[config.mk]
export PLATFORM = sky130hd
export DESIGN_NAME = issue_queue_top
export DESIGN_NICKNAME = d
export VERILOG_FILES = /design/src/common/iq_pkg.sv /design/src/issue_queue/iq_slot.sv /design/src/issue_queue/iq_alloc.sv /design/src/issue_queue/iq_select.sv /design/src/verilog/issue_queue_top.sv
export SDC_FILE = /design/constraint.sdc
export NUM_CORES = 2
export LEC_CHECK = 0
export ABC_CLOCK_PERIOD_IN_PS = 8500
export BUFFER_PORTS_ARGS = -buffer_cell sky130_fd_sc_hd__buf_4
export CAP_MARGIN = 20
export CORE_MARGIN = 2
export CORE_UTILIZATION = 50
export CTS_BUF_LIST = sky130_fd_sc_hd__clkbuf_4
export CTS_CLUSTER_DIAMETER = 30
export DETAILED_ROUTE_END_ITERATION = 12
export GPL_TIMING_DRIVEN = 0
export HOLD_SLACK_MARGIN = 0.12
export PLACE_DENSITY = 0.73
export SETUP_SLACK_MARGIN = 0.1
export SYNTH_ARGS = -nofsm -noshare
export SYNTH_HDL_FRONTEND = slang
export SYNTH_HIERARCHICAL = 1
export SYNTH_SLANG_ARGS = --single-unit
[constraint.sdc]
create_clock -name CLK -period 8.5 [get_ports CLK]
set_input_delay 1.275 -clock CLK [delete_from_list [all_inputs] [get_ports CLK]]
set_output_delay 1.275 -clock CLK [all_outputs]
set_load 0.02 [all_outputs]
[src/common/iq_pkg.sv]
`default_nettype none

package iq_pkg;

    // --------------------
    // Fixed field widths
    // --------------------
    localparam int op_bits    = 6;   // Opcode, passed through untouched
    localparam int imm_bits   = 32;
    localparam int shift_bits = 5;

    // Single-bit fields: has_imm, src1_ready, src2_ready, regwrite, memwrite, memread
    localparam int flag_bits = 6;

    // The two lowest fields do not depend on the tag width
    localparam int memread_pos  = 0;
    localparam int memwrite_pos = 1;
    localparam int dest_lsb     = 2;

    // --------------------
    // Width helpers
    // --------------------
    function automatic int tag_bits(input int num_phys_regs);
        return $clog2(num_phys_regs);
    endfunction

    // Fixed fields plus the src1, src2 and dest tags
    function automatic int iq_entry_bits(input int num_phys_regs);
        return op_bits + imm_bits + shift_bits + flag_bits + 3 * tag_bits(num_phys_regs);
    endfunction

    // --------------------
    // Field positions, counted up from memread at bit 0
    // --------------------
    function automatic int regwrite_pos(input int tag_w);
        return dest_lsb + tag_w;
    endfunction

    function automatic int shift_lsb(input int tag_w);
        return regwrite_pos(tag_w) + 1;
    endfunction

    function automatic int src2_ready_pos(input int tag_w);
        return shift_lsb(tag_w) + shift_bits;
    endfunction

    function automatic int src2_lsb(input int tag_w);
        return src2_ready_pos(tag_w) + 1;
    endfunction

    function automatic int src1_ready_pos(input int tag_w);
        return src2_lsb(tag_w) + tag_w;
    endfunction

    function automatic int src1_lsb(input int tag_w);
        return src1_ready_pos(tag_w) + 1;
    endfunction

endpackage

`default_nettype wire

[src/issue_queue/iq_slot.sv]
`timescale 1ns/1ps
`default_nettype none

module iq_slot #(
    parameter int NUM_PHYS_REGS = 64,
    parameter int QUEUE_SIZE    = 16
) (
    input  wire logic                                          CLK,
    input  wire logic                                          RESET,
    input  wire logic                                          write,     // Allocate this slot
    input  wire logic                                          clear,     // Issued, free the slot
    input  wire logic                                          age_tick,  // Some enqueue accepted
    input  wire logic [iq_pkg::iq_entry_bits(NUM_PHYS_REGS)-1:0] entry_in,
    input  wire logic                                          ready_update,
    input  wire logic [$clog2(NUM_PHYS_REGS)-1:0]              ready_register,
    output logic                                               valid,
    output logic                                               ready,
    output logic [$clog2(QUEUE_SIZE):0]                        age,
    output logic [iq_pkg::iq_entry_bits(NUM_PHYS_REGS)-1:0]    entry
);
    import iq_pkg::*;

    localparam int ENTRY_BITS = iq_entry_bits(NUM_PHYS_REGS);
    localparam int TAG_BITS   = tag_bits(NUM_PHYS_REGS);
    localparam int AGE_BITS   = $clog2(QUEUE_SIZE) + 1;
    localparam int S1_RDY     = src1_ready_pos(TAG_BITS);
    localparam int S2_RDY     = src2_ready_pos(TAG_BITS);
    localparam int S1_LSB     = src1_lsb(TAG_BITS);
    localparam int S2_LSB     = src2_lsb(TAG_BITS);

    localparam logic [AGE_BITS-1:0] AGE_MAX = AGE_BITS'(QUEUE_SIZE);

    logic [ENTRY_BITS-1:0] entry_q;
    logic                  valid_q;
    logic                  src1_rdy_q;
    logic                  src2_rdy_q;
    logic [AGE_BITS-1:0]   age_q;

    logic src1_now;
    logic src2_now;
    logic in_src1_rdy;
    logic in_src2_rdy;

    // --------------------
    // Wakeup
    // --------------------
    // A stored source is ready by its flag or by a tag hit this cycle
    assign src1_now = src1_rdy_q |
                      (ready_update && entry_q[S1_LSB +: TAG_BITS] == ready_register);
    assign src2_now = src2_rdy_q |
                      (ready_update && entry_q[S2_LSB +: TAG_BITS] == ready_register);

    // An entry arriving alongside a matching broadcast must not miss it
    assign in_src1_rdy = entry_in[S1_RDY] |
                         (ready_update && entry_in[S1_LSB +: TAG_BITS] == ready_register);
    assign in_src2_rdy = entry_in[S2_RDY] |
                         (ready_update && entry_in[S2_LSB +: TAG_BITS] == ready_register);

    // --------------------
    // Slot state
    // --------------------
    always_ff @(posedge CLK or negedge RESET) begin
        if (!RESET) begin
            valid_q    <= 1'b0;
            src1_rdy_q <= 1'b0;
            src2_rdy_q <= 1'b0;
            age_q      <= '0;
        end else if (write) begin
            valid_q    <= 1'b1;
            src1_rdy_q <= in_src1_rdy;
            src2_rdy_q <= in_src2_rdy;
            age_q      <= '0;       // Youngest entry in the queue
        end else if (clear) begin
            valid_q <= 1'b0;
        end else if (valid_q) begin
            src1_rdy_q <= src1_now;
            src2_rdy_q <= src2_now;
            if (age_tick && age_q != AGE_MAX) begin
                age_q <= age_q + 1'b1;
            end
        end
    end

    always_ff @(posedge CLK) begin
        if (write) begin
            entry_q <= entry_in;
        end
    end

    // Stored entry with the live ready flags patched in
    always_comb begin
        entry         = entry_q;
        entry[S1_RDY] = src1_now;
        entry[S2_RDY] = src2_now;
    end

    assign valid = valid_q;
    assign ready = valid_q & src1_now & src2_now;
    assign age   = age_q;

endmodule

`default_nettype wire

[src/issue_queue/iq_alloc.sv]
`timescale 1ns/1ps
`default_nettype none

module iq_alloc #(
    parameter int QUEUE_SIZE = 16
) (
    input  wire logic                  CLK,
    input  wire logic                  RESET,
    input  wire logic                  enqueue,
    input  wire logic [QUEUE_SIZE-1:0] slot_valid,
    output logic      [QUEUE_SIZE-1:0] slot_write,
    output logic                       age_tick,
    output logic                       full,
    output logic                       enqueue_result
);

    logic [QUEUE_SIZE-1:0] lowest_free;
    logic                  enq_result_q;

    // --------------------
    // Free slot search
    // --------------------
    // Adding one to the valid vector carries through the low run of ones
    // and stops at the first zero, so ANDing with the inverse leaves only
    // the lowest free slot set. A full queue wraps to zero and picks nothing
    assign lowest_free = ~slot_valid & (slot_valid + 1'b1);

    assign full = &slot_valid;  // Registered valids only, so this reflects the last edge

    // Acceptance also ages every stored entry by one
    assign age_tick   = enqueue & ~full;
    assign slot_write = age_tick ? lowest_free : '0;

    // --------------------
    // Result pulse
    // --------------------
    always_ff @(posedge CLK or negedge RESET) begin
        if (!RESET) begin
            enq_result_q <= 1'b0;
        end else begin
            enq_result_q <= age_tick;   // One cycle high per accepted enqueue
        end
    end

    assign enqueue_result = enq_result_q;

endmodule

`default_nettype wire

[src/issue_queue/iq_select.sv]
`timescale 1ns/1ps
`default_nettype none

module iq_select #(
    parameter int NUM_PHYS_REGS = 64,
    parameter int QUEUE_SIZE    = 16
) (
    input  wire logic                                                     CLK,
    input  wire logic                                                     RESET,
    input  wire logic                                                     dequeue,
    input  wire logic [QUEUE_SIZE-1:0]                                    slot_ready,
    input  wire logic [QUEUE_SIZE*($clog2(QUEUE_SIZE)+1)-1:0]             slot_age,
    input  wire logic [QUEUE_SIZE*iq_pkg::iq_entry_bits(NUM_PHYS_REGS)-1:0] slot_entry,
    output logic      [QUEUE_SIZE-1:0]                                    slot_clear,
    output logic                                                          dequeue_result,
    output logic      [iq_pkg::iq_entry_bits(NUM_PHYS_REGS)-1:0]          entry_out
);
    import iq_pkg::*;

    localparam int ENTRY_BITS = iq_entry_bits(NUM_PHYS_REGS);
    localparam int AGE_BITS   = $clog2(QUEUE_SIZE) + 1;
    localparam int IDX_BITS   = $clog2(QUEUE_SIZE);
    localparam int LEAVES     = 1 << IDX_BITS;  // Tree padded up to a power of two
    localparam int NODES      = 2 * LEAVES - 1;

    // Node n has children 2n+1 and 2n+2, the leaves sit at LEAVES-1 and up
    logic                node_vld [NODES];
    logic [AGE_BITS-1:0] node_age [NODES];
    logic [IDX_BITS-1:0] node_idx [NODES];

    logic                take;
    logic [IDX_BITS-1:0] oldest_idx;

    // --------------------
    // Leaves
    // --------------------
    for (genvar l = 0; l < LEAVES; l++) begin : g_leaf
        if (l < QUEUE_SIZE) begin : g_slot
            assign node_vld[LEAVES-1+l] = slot_ready[l];
            assign node_age[LEAVES-1+l] = slot_age[l*AGE_BITS +: AGE_BITS];
            assign node_idx[LEAVES-1+l] = IDX_BITS'(l);
        end else begin : g_pad
            assign node_vld[LEAVES-1+l] = 1'b0;     // Never wins
            assign node_age[LEAVES-1+l] = '0;
            assign node_idx[LEAVES-1+l] = '0;
        end
    end

    // --------------------
    // Comparison tree
    // --------------------
    for (genvar n = 0; n < LEAVES - 1; n++) begin : g_node
        logic pick_right;

        // Left side keeps an equal age, so ties go to the lower slot index
        assign pick_right = node_vld[2*n+2] &&
                            (!node_vld[2*n+1] || node_age[2*n+2] > node_age[2*n+1]);

        assign node_vld[n] = node_vld[2*n+1] | node_vld[2*n+2];
        assign node_age[n] = pick_right ? node_age[2*n+2] : node_age[2*n+1];
        assign node_idx[n] = pick_right ? node_idx[2*n+2] : node_idx[2*n+1];
    end

    assign oldest_idx = node_idx[0];
    assign take       = dequeue & node_vld[0];    // Nothing ready means no issue

    assign slot_clear = take ? (QUEUE_SIZE'(1) << oldest_idx) : '0;

    // --------------------
    // Issue registers
    // --------------------
    always_ff @(posedge CLK or negedge RESET) begin
        if (!RESET) begin
            dequeue_result <= 1'b0;
            entry_out      <= '0;
        end else begin
            dequeue_result <= take;
            if (take) begin
                entry_out <= slot_entry[oldest_idx*ENTRY_BITS +: ENTRY_BITS];  // Held until next issue
            end
        end
    end

endmodule

`default_nettype wire

[src/verilog/issue_queue_top.sv]
`timescale 1ns/1ps
`default_nettype none

module issue_queue_top #(
    parameter int NUM_PHYS_REGS = 64,
    parameter int QUEUE_SIZE    = 16
) (
    input  wire logic                                          CLK,
    input  wire logic                                          RESET,
    input  wire logic                                          enqueue,
    input  wire logic [iq_pkg::iq_entry_bits(NUM_PHYS_REGS)-1:0] entry_in,
    input  wire logic                                          ready_update,
    input  wire logic [$clog2(NUM_PHYS_REGS)-1:0]              ready_register,
    input  wire logic                                          dequeue,
    output logic                                               enqueue_result,
    output logic                                               dequeue_result,
    output logic                                               full,
    output logic [iq_pkg::iq_entry_bits(NUM_PHYS_REGS)-1:0]    entry_out
);
    import iq_pkg::*;

    localparam int ENTRY_BITS = iq_entry_bits(NUM_PHYS_REGS);
    localparam int AGE_BITS   = $clog2(QUEUE_SIZE) + 1;

    logic [QUEUE_SIZE-1:0]            slot_valid;
    logic [QUEUE_SIZE-1:0]            slot_ready;
    logic [QUEUE_SIZE-1:0]            slot_write;
    logic [QUEUE_SIZE-1:0]            slot_clear;
    logic [QUEUE_SIZE*AGE_BITS-1:0]   slot_age;     // Slot i at bits i*AGE_BITS and up
    logic [QUEUE_SIZE*ENTRY_BITS-1:0] slot_entry;
    logic                             age_tick;

    // --------------------
    // Allocation
    // --------------------
    iq_alloc #(
        .QUEUE_SIZE     (QUEUE_SIZE)
    ) iq_alloc_inst (
        .CLK            (CLK),
        .RESET          (RESET),
        .enqueue        (enqueue),
        .slot_valid     (slot_valid),
        .slot_write     (slot_write),
        .age_tick       (age_tick),
        .full           (full),
        .enqueue_result (enqueue_result)
    );

    // --------------------
    // Slot array
    // --------------------
    for (genvar i = 0; i < QUEUE_SIZE; i++) begin : g_slot
        iq_slot #(
            .NUM_PHYS_REGS  (NUM_PHYS_REGS),
            .QUEUE_SIZE     (QUEUE_SIZE)
        ) iq_slot_inst (
            .CLK            (CLK),
            .RESET          (RESET),
            .write          (slot_write[i]),
            .clear          (slot_clear[i]),
            .age_tick       (age_tick),
            .entry_in       (entry_in),
            .ready_update   (ready_update),
            .ready_register (ready_register),
            .valid          (slot_valid[i]),
            .ready          (slot_ready[i]),
            .age            (slot_age[i*AGE_BITS +: AGE_BITS]),
            .entry          (slot_entry[i*ENTRY_BITS +: ENTRY_BITS])
        );
    end

    // Selection sees the same-cycle wakeups through slot_ready
    iq_select #(
        .NUM_PHYS_REGS  (NUM_PHYS_REGS),
        .QUEUE_SIZE     (QUEUE_SIZE)
    ) iq_select_inst (
        .CLK            (CLK),
        .RESET          (RESET),
        .dequeue        (dequeue),
        .slot_ready     (slot_ready),
        .slot_age       (slot_age),
        .slot_entry     (slot_entry),
        .slot_clear     (slot_clear),
        .dequeue_result (dequeue_result),
        .entry_out      (entry_out)
    );

endmodule

`default_nettype wire

---- Yosys cells after proc, flatten, opt, wreduce, memory -nomap -nowiden ----
Index checks and enable logic that the tools add are counted.
storage, ports and cells
  flip-flop bits (word level) ............. 1269
  bits of input ports ..................... 78
  output and inout bits ................... 70
  word-level logic and storage cells ...... 669
cells by class
  add/sub/neg operators ................... 17
  multiply operators ...................... 1
  magnitude comparators ................... 15
  equality and inequality tests ........... 66
  shifts and indexed selects .............. 2
  mux-type cells .......................... 223
  bitwise operators ....................... 86
  reductions and logical operators ........ 176
operators by type and width
  kind                                               number
  indexed part select 1072 x 12 -> 67 bit            1
  2-to-1 mux 5 bit                                   78
  equality test 6 bit                                34
  2-to-1 mux 1 bit                                   136
  nonzero test 2 bit                                 48
  adder 5 x 1 -> 5 bit, second input constant        16
  != test 5 bit, second input constant               16
  > comparator 5 bit                                 15
  logical AND 1 bit                                  65
  bitwise OR 1 bit                                   49
  AND reduction 3 bit                                16
  AND 1 bit                                          34
  2-to-1 mux 16 bit                                  2
  != test 2 bit, second input constant               16
  AND reduction 2 bit                                16
  adder 16 x 1 -> 16 bit, second input constant      1
  AND 16 bit                                         1
  NOT 16 bit                                         1
  AND reduction 16 bit                               1
  << shifter 1 x 4 -> 16 bit, first input constant   1
  zero test 1 bit                                    15
  logical OR 1 bit                                   15
  multiplier 4 x 7 -> 11 bit, second input constant  1
  2-to-1 mux 2 bit                                   4
  other kinds (3)                                    4

---- Logic depth before layout (Yosys ltp) ----
  depth after elaboration ................. 25
  gate-level depth with buffers ........... 47

---- Hierarchy ----
Netlist, hierarchy kept.
by module, submodules not included
  module                                instances  cells each  area each (µm²)  sequential area each (µm²)
  iq_slot (g_slot[0].iq_slot_inst ...)  12         144         2683.8           2152.1
  iq_select                             1          1781        14305.0          1701.6
  iq_slot (g_slot[6].iq_slot_inst ...)  4          144         2677.6           2152.1
  iq_alloc                              1          36          269.0            25.0

---- Worst setup path before layout ----
Ideal clock, no wire load.
  kind .................................... in2reg
  start ................................... input ready_register[0]
  end ..................................... register g_slot[1].iq_slot_inst.src1_rdy_q
  arrival ................................. 9.061 ns
  data required time ...................... 8.374 ns
  path slack .............................. -0.687 ns
  stages .................................. 43
  cells stage by stage .................... buf_6 > xnor2_1 > nand4_1 > o21bai_1 > and3_1 > nand2_1 > o21a_1 > o21ai_1 > mux2i_1 > ha_1 > nand2_1 > o21bai_1 > a211o_1 > o21ai_0 > o311ai_4 > and2_1 > o21ai_1 > mux2i_1 > [7 not listed] > mux2i_1 > ha_1 > nor2b_1 > o21a_1 > o21ai_0 > a21oi_1 > o21ai_1 > and2_1 > a32o_2 > a22o_1 > buf_2 > buf_2 > buf_2 > clkbuf_1 > nor3b_1 > nor2b_1 > nor3b_1 > o32a_1
between the ends
  word-level cells in the longest chain between the ends .. 25
  elaborated cells on any way between the ends .. 235
RTL lines
  item                                       RTL line               source
  from (decl)                                issue_queue_top.sv:13  input wire logic [$clog2(NUM_PHYS_REGS)-1:0] ready_register,
  equality test 6 bit (*)                    iq_slot.sv:49          (ready_update && entry_q[S1_LSB +: TAG_BITS] == ready_register);
  logical AND 1 bit (*)                      iq_slot.sv:49
  bitwise OR 1 bit (*)                       iq_slot.sv:48          assign src1_now = src1_rdy_q |
  named net g_slot[0].iq_slot_inst.src1_now  iq_slot.sv:39          logic src1_now;
  AND 1 bit (*) (2 in a row)                 iq_slot.sv:98          assign ready = valid_q & src1_now & src2_now;
  named net slot_ready[0]                    issue_queue_top.sv:26  logic [QUEUE_SIZE-1:0] slot_ready;
  zero test 1 bit                            iq_select.sv:57        (!node_vld[2*n+1] || node_age[2*n+2] > node_age[2*n+1]);
  logical OR 1 bit                           iq_select.sv:57
  [11 not listed]                            --
  logical OR 1 bit                           iq_select.sv:57
  logical AND 1 bit                          iq_select.sv:56        assign pick_right = node_vld[2*n+2] &&
  2-to-1 mux 4 bit                           iq_select.sv:61        assign node_idx[n] = pick_right ? node_idx[2*n+2] : node_idx[2*n+1];
  << shifter 1 x 4 -> 16 bit                 iq_select.sv:67        assign slot_clear = take ? (QUEUE_SIZE'(1) << oldest_idx) : '0;
  2-to-1 mux 16 bit (*)                      iq_select.sv:67
  named net slot_clear[1]                    issue_queue_top.sv:28  logic [QUEUE_SIZE-1:0] slot_clear;
  != test 2 bit (no source line) (*)         --
  AND reduction 2 bit (no source line) (*)   --
  to (signal assigned)                       iq_slot.sv:70          src1_rdy_q <= in_src1_rdy;
  to (signal assigned)                       iq_slot.sv:76          src1_rdy_q <= src1_now;
  to (decl)                                  iq_slot.sv:35          logic src1_rdy_q;
Mark *: on every way through the listed nets, which the timed path passes. The rest lies on a longest branch. The select of a mux whose other input is x is not followed.
A chain may end at the register's enable or synchronous reset.

---- Worst setup path after layout ----
  start ................................... input ready_register[2]
  end ..................................... register iq_select_inst/entry_out[14] (netlist bit)
between the ends
  word-level cells in the longest chain between the ends .. 23
  elaborated cells on any way between the ends .. 227
RTL lines
  item                                       RTL line               source
  equality test 6 bit (*)                    iq_slot.sv:49
  logical AND 1 bit (*)                      iq_slot.sv:49
  bitwise OR 1 bit (*)                       iq_slot.sv:48
  named net g_slot[0].iq_slot_inst.src1_now  iq_slot.sv:39
  AND 1 bit (*) (2 in a row)                 iq_slot.sv:98
  named net slot_ready[0]                    issue_queue_top.sv:26
  zero test 1 bit                            iq_select.sv:57
  logical OR 1 bit                           iq_select.sv:57
  [8 not listed]                             --
  logical AND 1 bit                          iq_select.sv:56
  2-to-1 mux 5 bit                           iq_select.sv:60        assign node_age[n] = pick_right ? node_age[2*n+2] : node_age[2*n+1];
  > comparator 5 bit                         iq_select.sv:57
  logical OR 1 bit                           iq_select.sv:57
  logical AND 1 bit                          iq_select.sv:56
  2-to-1 mux 4 bit                           iq_select.sv:61
  multiplier 4 x 7 -> 11 bit                 iq_select.sv:79        entry_out <= slot_entry[oldest_idx*ENTRY_BITS +: ENTRY_BITS];
  indexed part select 1072 x 12 -> 67 bit    iq_select.sv:79
  to (signal assigned)                       iq_select.sv:79
  to (decl)                                  iq_select.sv:16        output logic [iq_pkg::iq_entry_bits(NUM_PHYS_REGS)-1:0] entry_out
Mark *: on every way through the listed nets, which the timed path passes. The rest lies on a longest branch.

==> results summary <==
The area fraction in compound gates after synthesis is 12.1%. In the final routed layout, each cell accounts on average for 29.9 microns. The core footprint came out at 114,000 sq um.

The number of standard-cell rows in the floorplan came out at 124. The largest net degree at the start of global routing came out at 101. The DRC marker count from the first detailed-route iteration is 6,254.

Leaving out fill and tap cells, the most frequent cell in the layout is edfxtp_1. The setup slack after layout is -0.126 ns. The total count of max-transition violations in the final report was 0. The total of buffers placed on input and output ports is 146. The proportion of netlist area held by the largest area contributor came out at 54.3%. The startpoint kind of the worst setup timing path is a primary input. The worst path arrival time is 9.59 ns.

The floorplan step set the die height to 343 microns. On the final layout, the worst clock skew is 0.169 ns. The net count after synthesis came out at 4,305. The adder and majority cell fraction of the synthesized area is 2.31%. By area, the combinational part of the netlist is dominated by compound AO/OA/AOI/OAI gates. The largest single stage delay on the critical path is 0.46 ns. The remaining antenna violation count after routing came out at 0. The post-layout net count is 5,043.

The summed instance area of the synthesized netlist came out at 57,500 sq um. The endpoint type of the worst setup path is a flop. The fill cell instance count of the final layout came out at 8,420.

The total area of multi-input combinational cells is 21,500 sq um. The first-pass GRT wire length is 280,000 microns. The number of maximum-capacitance violations is 0. The starting density of the core is 50.3%.

In this run the horizontal extent of the chip is 343 microns. The placed instance count is 5,872. The number of clock buffers inserted by TritonCTS came out at 346. In this run, distinct cell masters in the synthesized netlist total 78. The part of the Yosys area used for sequential elements came out at 62.9%. The combined global-route utilization of all metal layers came out at 32.6%.

The root buffer cell is clkbuf_4. The run finished, with violations left. The count of flip-flops with a built-in enable after synthesis is 1,040. The number of synthesis warnings came out at 6. The worst path in the final design needs a cycle of 8.63 ns, including I/O delays and setup.

The final wirelength is 199,000 microns. The share of cells above drive strength 1 came out at 32.8%. The via total after detailed routing is 43.7k. In the routed design, unresolved DRC markers number 0.

The largest fanout on the critical path is 27. The critical path data required time came out at 9.46 ns. The first-pass iteration count of the detailed router is 7. The cell area after layout is 71,000 sq um. The critical path is of the in2reg type.

The final reports fail on negative setup slack. At the pin with the least slew margin, the transition time is 1.27 ns. The average instance in the mapped netlist occupies 14.0 sq um. The synthesized instance count is 4,121. The final global-route overflow total is 0.

Of all cell types, the one taking the most synthesized area is edfxtp_1. The post-detailed-route via-to-cell ratio came out at 6.57. The basic-gate share of the synthesized area counting and, or, nand and nor cells came out at 7.87%.

Across the whole layout, storage elements account for 36,200 sq um. The clock latency on the worst-skew pair is 1.23 ns. Setup repair after global routing could not meet its margin everywhere. The top-level I/O count is 148.

The overall die area came out at 118,000 sq um. The number of antenna violations at the first check in global routing is 9. Leaving out fill and tap cells, the most frequent cells in the layout are 1,040 x edfxtp_1, 544 x clkbuf_4, 318 x xnor2_1. Measured against its own limit, the worst slew margin works out to 15.6%. TritonCTS built the clock tree. The placed standard-cell area is 62,200 sq um. The number of buffers on the longest clock path is 4. Sorting the synthesized cells by area gives the leading types as edfxtp_1 54%, dfrtp_1 8.6%, xnor2_1 5.1%. Timing would allow up to 116 MHz. In the synthesized netlist the async set-or-reset flop fraction comes to 15.9%. The tree built by TritonCTS fans out to 1,237 sinks. The relative area change from synthesis to final layout is 23.4%. In this run the worst hold path is classified as in2reg.

The multiplexer fraction of the synthesized cell area came out at 4.82%. The final period utilization came out at 101%. The half-perimeter wire length of the detailed placement result came out at 127,000 microns. The largest individual stage delay along the critical path comes from the cell a222oi_1.

Synthesis inferred 1,237 register bits. Setup violations remaining at the end of the flow were counted as 45. The H-tree depth came out at 5. The finished layout holds 6,645 standard cells, fillers aside. The final count of hold timing violations is 0.

After Yosys synthesis, XOR and XNOR cells account for 6.83% of the synthesized area. The most common flop cell mapped by yosys is edfxtp_1. Clock-pin slew was measured on the worst setup and hold paths at 0.07 ns. The number of global-route vias before repair is 42.3k.

The final weighted congestion of routability-driven global placement came out at 0.958.
==> synthesized netlist by cell type (77+ instances only) <==
cell type / instances
nand4_1: 77
inv_1: 97
clkbuf_1: 160
nor2_1: 139
o21ai_0: 100
a221oi_1: 83
a21oi_1: 201
dfrtp_1: 197
ha_1: 106
nand2_1: 91
edfxtp_1: 1040
xor2_1: 112
mux2_2: 197
nand3_1: 190
a221o_1: 228
xnor2_1: 336
==> kinds of logic (layout without fill, tap and decap cells) <==
group | after synthesis | after routing
flops | 1237 | 1237
compound gates | 896 | 896
simple gates | 799 | 799
xor+xnor | 448 | 448
buf+inv | 383 | 1382
mux | 252 | 252
fa+ha+maj | 106 | 106
other cells | 0 | 13
==> through the flow <==
step,hold slack [ns],util (%),setup slack (ns),TNS [ns]
5_1_grt,0.264,62.1,-0.253,-15.05
6_report,0.343,62.1,-0.126,-1.79
2_1_floorplan,0.486,-,0.0193,0
3_5_place_dp,0.505,54.4,-3.76,-623.84
3_3_place_gp,0.496,53.1,-4.88,-2394.84
4_1_cts,0.250,60.4,0.00811,0
==> final timing paths <==
kind	startpoint	end	slack, ns	cells past startpoint
min reg2reg	g_slot[3].iq_slot_inst/src1_rdy_q	g_slot[3].iq_slot_inst/src1_rdy_q	0.51	1
min in group asynchronous	RESET	iq_select_inst/entry_out[1]	0.65	2
min	entry_in[4]	g_slot[9].iq_slot_inst/entry_q[4]	0.34	1
max in group asynchronous	RESET	g_slot[9].iq_slot_inst/age[3]	6.80	3
max reg2reg	g_slot[0].iq_slot_inst/entry_q[24]	iq_select_inst/entry_out[14]	-0.09	42
max	ready_register[2]	iq_select_inst/entry_out[14]	-0.13	44
==> sequential cells by signal, indices dropped and copies added, names as in the netlist <==
register and cells:
g_slot.iq_slot_inst/entry_q 1040, g_slot.iq_slot_inst/src2_rdy_q 16, iq_alloc_inst/enqueue_result 1, g_slot.iq_slot_inst/age 80
g_slot.iq_slot_inst/valid 16, g_slot.iq_slot_inst/src1_rdy_q 16, iq_select_inst/dequeue_result 1, iq_select_inst/entry_out 67
==> final cells by class <==
class | instances | area share [%]
flip-flops and latches | 1237 | 51.0
diodes | 13 | 0.0458
repair buffers | 403 | 6.16
inverters | 97 | 0.513
well taps | 1512 | 2.67
clock inverters | 96 | 0.746
clock buffers | 513 | 5.43
multi-input cells | 2501 | 30.3
plain buffers | 273 | 3.15
==> repair_timing <==
action,CTS,global route
hold buffers,1,0
gates cloned,9,5
hold endpoints to repair,43,0
gates resized for setup,394,402
pin swaps,72,177
endpoints found under the setup margin,195,195
setup buffers,85,66
==> routing by layer <==
layer  vias up  share of wire [%]  GRT usage, %
met3       847                 13          10.4
met5         -              0.050             0
li1      17885                  -             -
met4         8                7.1          21.0
met2      3531                 44          49.0
met1     21383                 35          40.8
==> critical path: cells and delay by family <==
family	cells	cell delay, ns
mux	3	0.85
fa+ha+maj	3	0.67
simple gates	7	0.96
buf+inv	10	1.74
xor+xnor	1	0.12
compound gates	20	3.86
Power is left out: the tool's default activity adds up to more than one toggle a clock period on the data nets, which glitch-free logic cannot reach.
